File: src/common/wbuf_pkg.sv
// ##################################################
// write buffer shared definitions
// line, entry and bus beat types, queue sizing
// and the drain engine state encoding
// ##################################################

package wbuf_pkg;

    localparam int ADDR_W     = 32;
    localparam int WORD_W     = 32;
    localparam int LINE_WORDS = 16;
    localparam int WB_DEPTH   = 10;
    localparam int CNT_W      = 4;

    // one cache line, word 0 in the low bits
    typedef logic [LINE_WORDS*WORD_W-1:0] wb_line_t;

    typedef struct packed {
        logic [ADDR_W-1:0] addr;
        wb_line_t          data;
    } wb_entry_t;

    typedef struct packed {
        logic     hit;
        wb_line_t data;
    } wb_query_rsp_t;

    // line currently owned by the drain engine
    typedef struct packed {
        logic      valid;
        wb_entry_t entry;
    } wb_inflight_t;

    // write address channel
    typedef struct packed {
        logic              awvalid;
        logic [ADDR_W-1:0] awaddr;
    } axi_aw_t;

    // write data channel
    typedef struct packed {
        logic              wvalid;
        logic [WORD_W-1:0] wdata;
        logic              wlast;
    } axi_w_t;

    typedef enum logic [1:0] {
        IDLE = 2'd0,
        ADDR = 2'd1,
        DATA = 2'd2,
        RESP = 2'd3
    } drain_state_e;

endpackage

File: src/write_buffer/wb_axi_drain.sv
// ##################################################
// write buffer drain engine
// pops the oldest line and writes it to memory as
// an address phase, a 16 beat burst and a response
// ##################################################

`timescale 1ns/10ps

module wb_axi_drain (
    input  logic                   clk,
    input  logic                   rstn,
    // queue side
    input  wbuf_pkg::wb_entry_t    oldest,
    input  logic                   nonempty,
    output logic                   pop,
    output wbuf_pkg::wb_inflight_t inflight,
    // memory bus
    output wbuf_pkg::axi_aw_t      aw,
    input  logic                   awready,
    output wbuf_pkg::axi_w_t       w,
    input  logic                   wready,
    input  logic                   bvalid,
    output logic                   bready
);

    import wbuf_pkg::*;

    drain_state_e state;
    drain_state_e state_nxt;
    logic [3:0]   beat;
    logic         last_beat;
    wb_entry_t    line_q;

    assign pop       = (state == IDLE) && nonempty;
    assign last_beat = (beat == 4'(LINE_WORDS - 1));

    always_comb begin
        state_nxt = state;
        case (state)
            IDLE: begin
                if (nonempty) begin
                    state_nxt = ADDR;
                end
            end
            ADDR: begin
                if (awready) begin
                    state_nxt = DATA;
                end
            end
            DATA: begin
                if (wready && last_beat) begin
                    state_nxt = RESP;
                end
            end
            RESP: begin
                if (bvalid) begin
                    state_nxt = IDLE;
                end
            end
            default: state_nxt = IDLE;
        endcase
    end

    always_ff @(posedge clk) begin
        if (!rstn) begin
            state <= IDLE;
            beat  <= '0;
        end else begin
            state <= state_nxt;
            if (pop) begin
                beat <= '0;
            end else if ((state == DATA) && wready) begin
                beat <= beat + 1'b1;
            end
        end
    end

    // line captured on the pop edge, safe from a same-cycle insert
    always_ff @(posedge clk) begin
        if (pop) begin
            line_q <= oldest;
        end
    end

    assign inflight.valid = (state != IDLE);
    assign inflight.entry = line_q;

    // address phase
    always_comb begin
        aw = '0;
        if (state == ADDR) begin
            aw.awvalid = 1'b1;
            aw.awaddr  = line_q.addr;
        end
    end

    // data burst, low word first
    always_comb begin
        w = '0;
        if (state == DATA) begin
            w.wvalid = 1'b1;
            w.wdata  = line_q.data[beat*WORD_W +: WORD_W];
            w.wlast  = last_beat;
        end
    end

    assign bready = (state == RESP);

endmodule

File: config.mk
export PLATFORM = sky130hd
export DESIGN_NAME = wb_axi_drain
export DESIGN_NICKNAME = d
export VERILOG_FILES = /design/src/common/wbuf_pkg.sv /design/src/write_buffer/wb_axi_drain.sv
export SDC_FILE = /design/constraint.sdc
export NUM_CORES = 1
export LEC_CHECK = 0
export BUFFER_PORTS_ARGS = -buffer_cell sky130_fd_sc_hd__buf_4
export CAP_MARGIN = 20
export CORE_AREA = 10 10 439 441
export CTS_CLUSTER_DIAMETER = 30
export DETAILED_ROUTE_END_ITERATION = 16
export DIE_AREA = 0 0 449 451
export PLACE_DENSITY = 0.3
export SLEW_MARGIN = 20
export SYNTH_ARGS = -nofsm -noshare
export SYNTH_HDL_FRONTEND = slang
export SYNTH_SLANG_ARGS = --single-unit
File: constraint.sdc
create_clock -name clk -period 33.6 [get_ports clk]
set_input_delay 3.36 -clock clk [delete_from_list [all_inputs] [get_ports clk]]
set_output_delay 3.36 -clock clk [all_outputs]
set_load 0.03 [all_outputs]
==> flow_summary_export.csv <==
group,metric,value,unit
status,status,"finished, final reports clean",
pwr,switching_share,35.35,%
placed_design,placed_cell_area,32820,µm²
pwr,switchingPower,1.346,mW
grt,grtUsageTotal,15.38,%
setup_path,path_cells,"buf_4 -> buf_4 -> mux4_2 -> a22oi_1 -> o31ai_1 -> buf_4",
placed_design,place_hpwl,135.0,mm
clock_tree,post-cts-setup-buffers,0,
sta,rsz0062_at_grt,"false",
yosys,ys_warn_count,0,
yosys,synth_top_area_share,77.38,%
clock_tree,ctsHoldBuffers,0,
clock_tree,cts_made_buffers,187,
sta,fmax,131.6,MHz
clock_tree,cts_buffer_depth,3,
yosys,synth_area_leaders,"edfxtp_1, mux2_2, mux4_2",
yosys,synth_top_family_by_area,"multiplexers",
yosys,synth_area,21110,µm²
yosys,ys_seq_elements,550,
pwr,peakVddDrop,0.05223,mV
routing,dr.max_layer_used,"met5",
yosys,ys_seq_area_share,77.95,%
grt,grt_max_degree,74,
setup_path,rr_startpoint,"state[1]",
die,start_util,11.46,%
clock_tree,cts_tree,"yes",
placed_design,finalWeightedCongestion,0.8770,
routing,avgRoutedWirePerCell,32.91,µm
finish,syn_to_final_growth,85.72,%
yosys,syn_nets,1567,
setup_path,worstSetupEndpointType,"primary output",
clock_tree,path_clk_slew,0.04,ns
routing,drc,0,
sta,finClkSkew,0.04552,ns
routing,drtIter0Drc,1300,
yosys,synth_xor_area_share,0.08298,%
setup_path,worstPathRequired,30.24,ns
pwr,internal-power,2.462,mW
pwr,power_frac_comb,25.5,%
pwr,power_per_cell_area,97.12,nW/µm²
routing,ant_nets,0,
die,die_area,202500,µm²
pwr,power_frac_seq,29.5,%
clock_tree,cts_root_buffer,"clkbuf_16",
setup_path,cp_common_cell,"buf_4",
sta,fin_ws,26.00,ns
worst_hold_path,hp-class,"reg -> reg",
yosys,synth_edf_count,544,
clock_tree,clkSinkCount,550,
die,fp.coreArea,184200,µm²
die,ios,1164,
pwr,finalPower,3.808,mW
die,dieHeight,451,µm
pwr,pwr-share-clk,45.0,%
yosys,avgSynthCellArea,20.88,µm²
yosys,ys_types,36,
sta,hold_ws,0.5441,ns
job,maxCapViolCount,0,
placed_design,dp.cells,4617,
finish,final_cells,4990,
die,rows,158,
setup_path,slowest_delay,0.64,ns
grt,grt_pass1_vias,18560,
sta,post-route-period-util,22.61,%
routing,route.met3.wl,14.07,mm
setup_path,worst-setup-path-type,"reg -> out",
setup_path,start_kind,"flop",
routing,routedLengthMet1,60.54,mm
routing,num_vias,16980,
sta,finalHoldViolCount,0,
finish,final_util,21.28,%
placed_design,place_ws,26.21,ns
finish,finalInstanceArea,39210,µm²
clock_tree,h-tree-depth,4,
routing,wl_met2,84.40,mm
grt,grt_overflow,0,
setup_path,r2r_setup_slack,29.01,ns
finish,fillCellCount,19640,
grt,antenna_found_initial,72,
grt,grt_pass1_wl,203.9,mm
yosys,yosys.area.top_type,"edfxtp_1",
setup_path,cpMaxStageDelayCell,"dfxtp_4",
sta,drv_slew,0,
sta,setup_viol_count_final,0,
setup_path,r2r_end,"inflight[85]",
yosys,synthArstFlopShare,0,%
setup_path,worstPathArrival,4.24,ns
sta,post-route-min-period,7.596,ns
die,die_x,449,µm
routing,drt-pass1-iter-count,6,
routing,via_per_inst,3.403,
placed_design,port_buffers,1163,
worst_hold_path,min_from,"beat[3]",
yosys,synth_fa_ha_area_share,0.3556,%
routing,wl,164.2,mm
yosys,synth_compound_area_share,4.605,%
clock_tree,cts-resized-gates,0,
sta,timing.slew.headroom,18.68,%
yosys,yosys.area_share.simple,1.511,%
finish,nNetsFinal,2882,
yosys,ys.flop_type,"edfxtp_1",
setup_path,crit_fanout,28,
worst_hold_path,hold_path_depth,2,
pwr,cellLeakagePower,15.22,nW
sta,worst-slew-pin-transition,1.209,ns
setup_path,reg2regPathDepth,8,
clock_tree,insertion_delay,0.81,ns
worst_hold_path,hold_path_end,"beat[3]",
sta,fin_tns_setup,0,ns
yosys,netlist_instances,1011,
yosys,synthMuxAreaShare,13.73,%
finish,drive_gt1_share,67.07,%
-- Yosys cell counts (2+ instances only) --
library cell and number:
a21oi_1 4, a22oi_1 26, a22oi_2 5, and2_1 33, buf_12 2, buf_2 25, buf_4 9, buf_6 4
clkbuf_1 17, dfxtp_1 6, edfxtp_1 544, ha_1 6, inv_1 7, mux2_2 128, mux2i_1 2, mux4_1 5
mux4_2 58, nand2_1 5, nand2b_1 2, nand3_1 4, nor2_1 6, o21ai_0 4, o22ai_1 64, o31ai_1 32
xor2_1 2
-- sequential cells by signal, summed over array words and instances, names as in the netlist --
name and cells:
inflight 544, state 2, beat 4
-- power by group through the flow --
stage	Clock, mW	Combinational, mW	Sequential (mW)
after floorplan	0	0.220	1.51
after global placement	0	0.992	1.13
after detailed placement	0	0.994	1.13
after CTS	1.75	0.995	1.12
after global routing	1.80	1.01	1.13
final	1.71	0.971	1.12
-- cell families after synthesis --
kind of cell             after synthesis
adder cells (fa/ha/maj)                6
multiplexers                         193
buffers and inverters                 65
flip-flops                           550
XOR/XNOR                               2
AO/OA/AOI/OAI                        139
AND/OR/NAND/NOR                       56
-- layer usage --
layer / GRT usage (%) / vias up
li1: - / 6957
met2: 26.87 / 969
met4: 5.675 / 32
met5: 0 / -
met3: 6.120 / 257
met1: 16.74 / 8764
-- placed cells by master (no fill, tap or decap), types with 6 or more instances in the layout --
| cell | count |
|---|---|
| clkbuf_16 | 189 |
| bufinv_16 | 18 |
| clkinvlp_4 | 15 |
| inv_1 | 7 |
| clkinv_16 | 11 |
| clkbuf_8 | 6 |
| mux2_2 | 128 |
| edfxtp_1 | 544 |
| o31ai_1 | 30 |
| diode_2 | 20 |
| a22oi_1 | 26 |
| and2_1 | 33 |
| clkinv_1 | 39 |
| o22ai_1 | 64 |
| mux4_2 | 58 |
| buf_4 | 1184 |
| clkinv_2 | 33 |
| clkbuf_1 | 33 |
-- final cells by class --
type	instances	area (µm²)	area share [%]
repair buffers	1184	8889	22.67
well taps	2480	3103	7.915
multi-input cells	396	4342	11.07
diodes	20	50.05	0.1277
inverters	7	26.28	0.06702
clock inverters	125	1393	3.552
flip-flops and latches	550	16470	42.00
clock buffers	228	4936	12.59
-- critical path: cells and delay by family (launching register included) --
kind | cells | cell delay, ns
AO/OA/AOI/OAI | 2 | 0.69
buffers and inverters | 3 | 1.38
flip-flops | 1 | 0.64
multiplexers | 1 | 0.60
-- how the worst max path moves through the flow --
stage                         from            end  cells after the start
after detailed placement  nonempty  inflight[376]                      7
after global routing       beat[1]          w[15]                      6
after CTS                  beat[1]          w[15]                      6
after floorplan           nonempty            pop                      2
final                      beat[1]          w[15]                      6
after global placement    nonempty            pop                      4
Power figures use the tool's default switching activity.
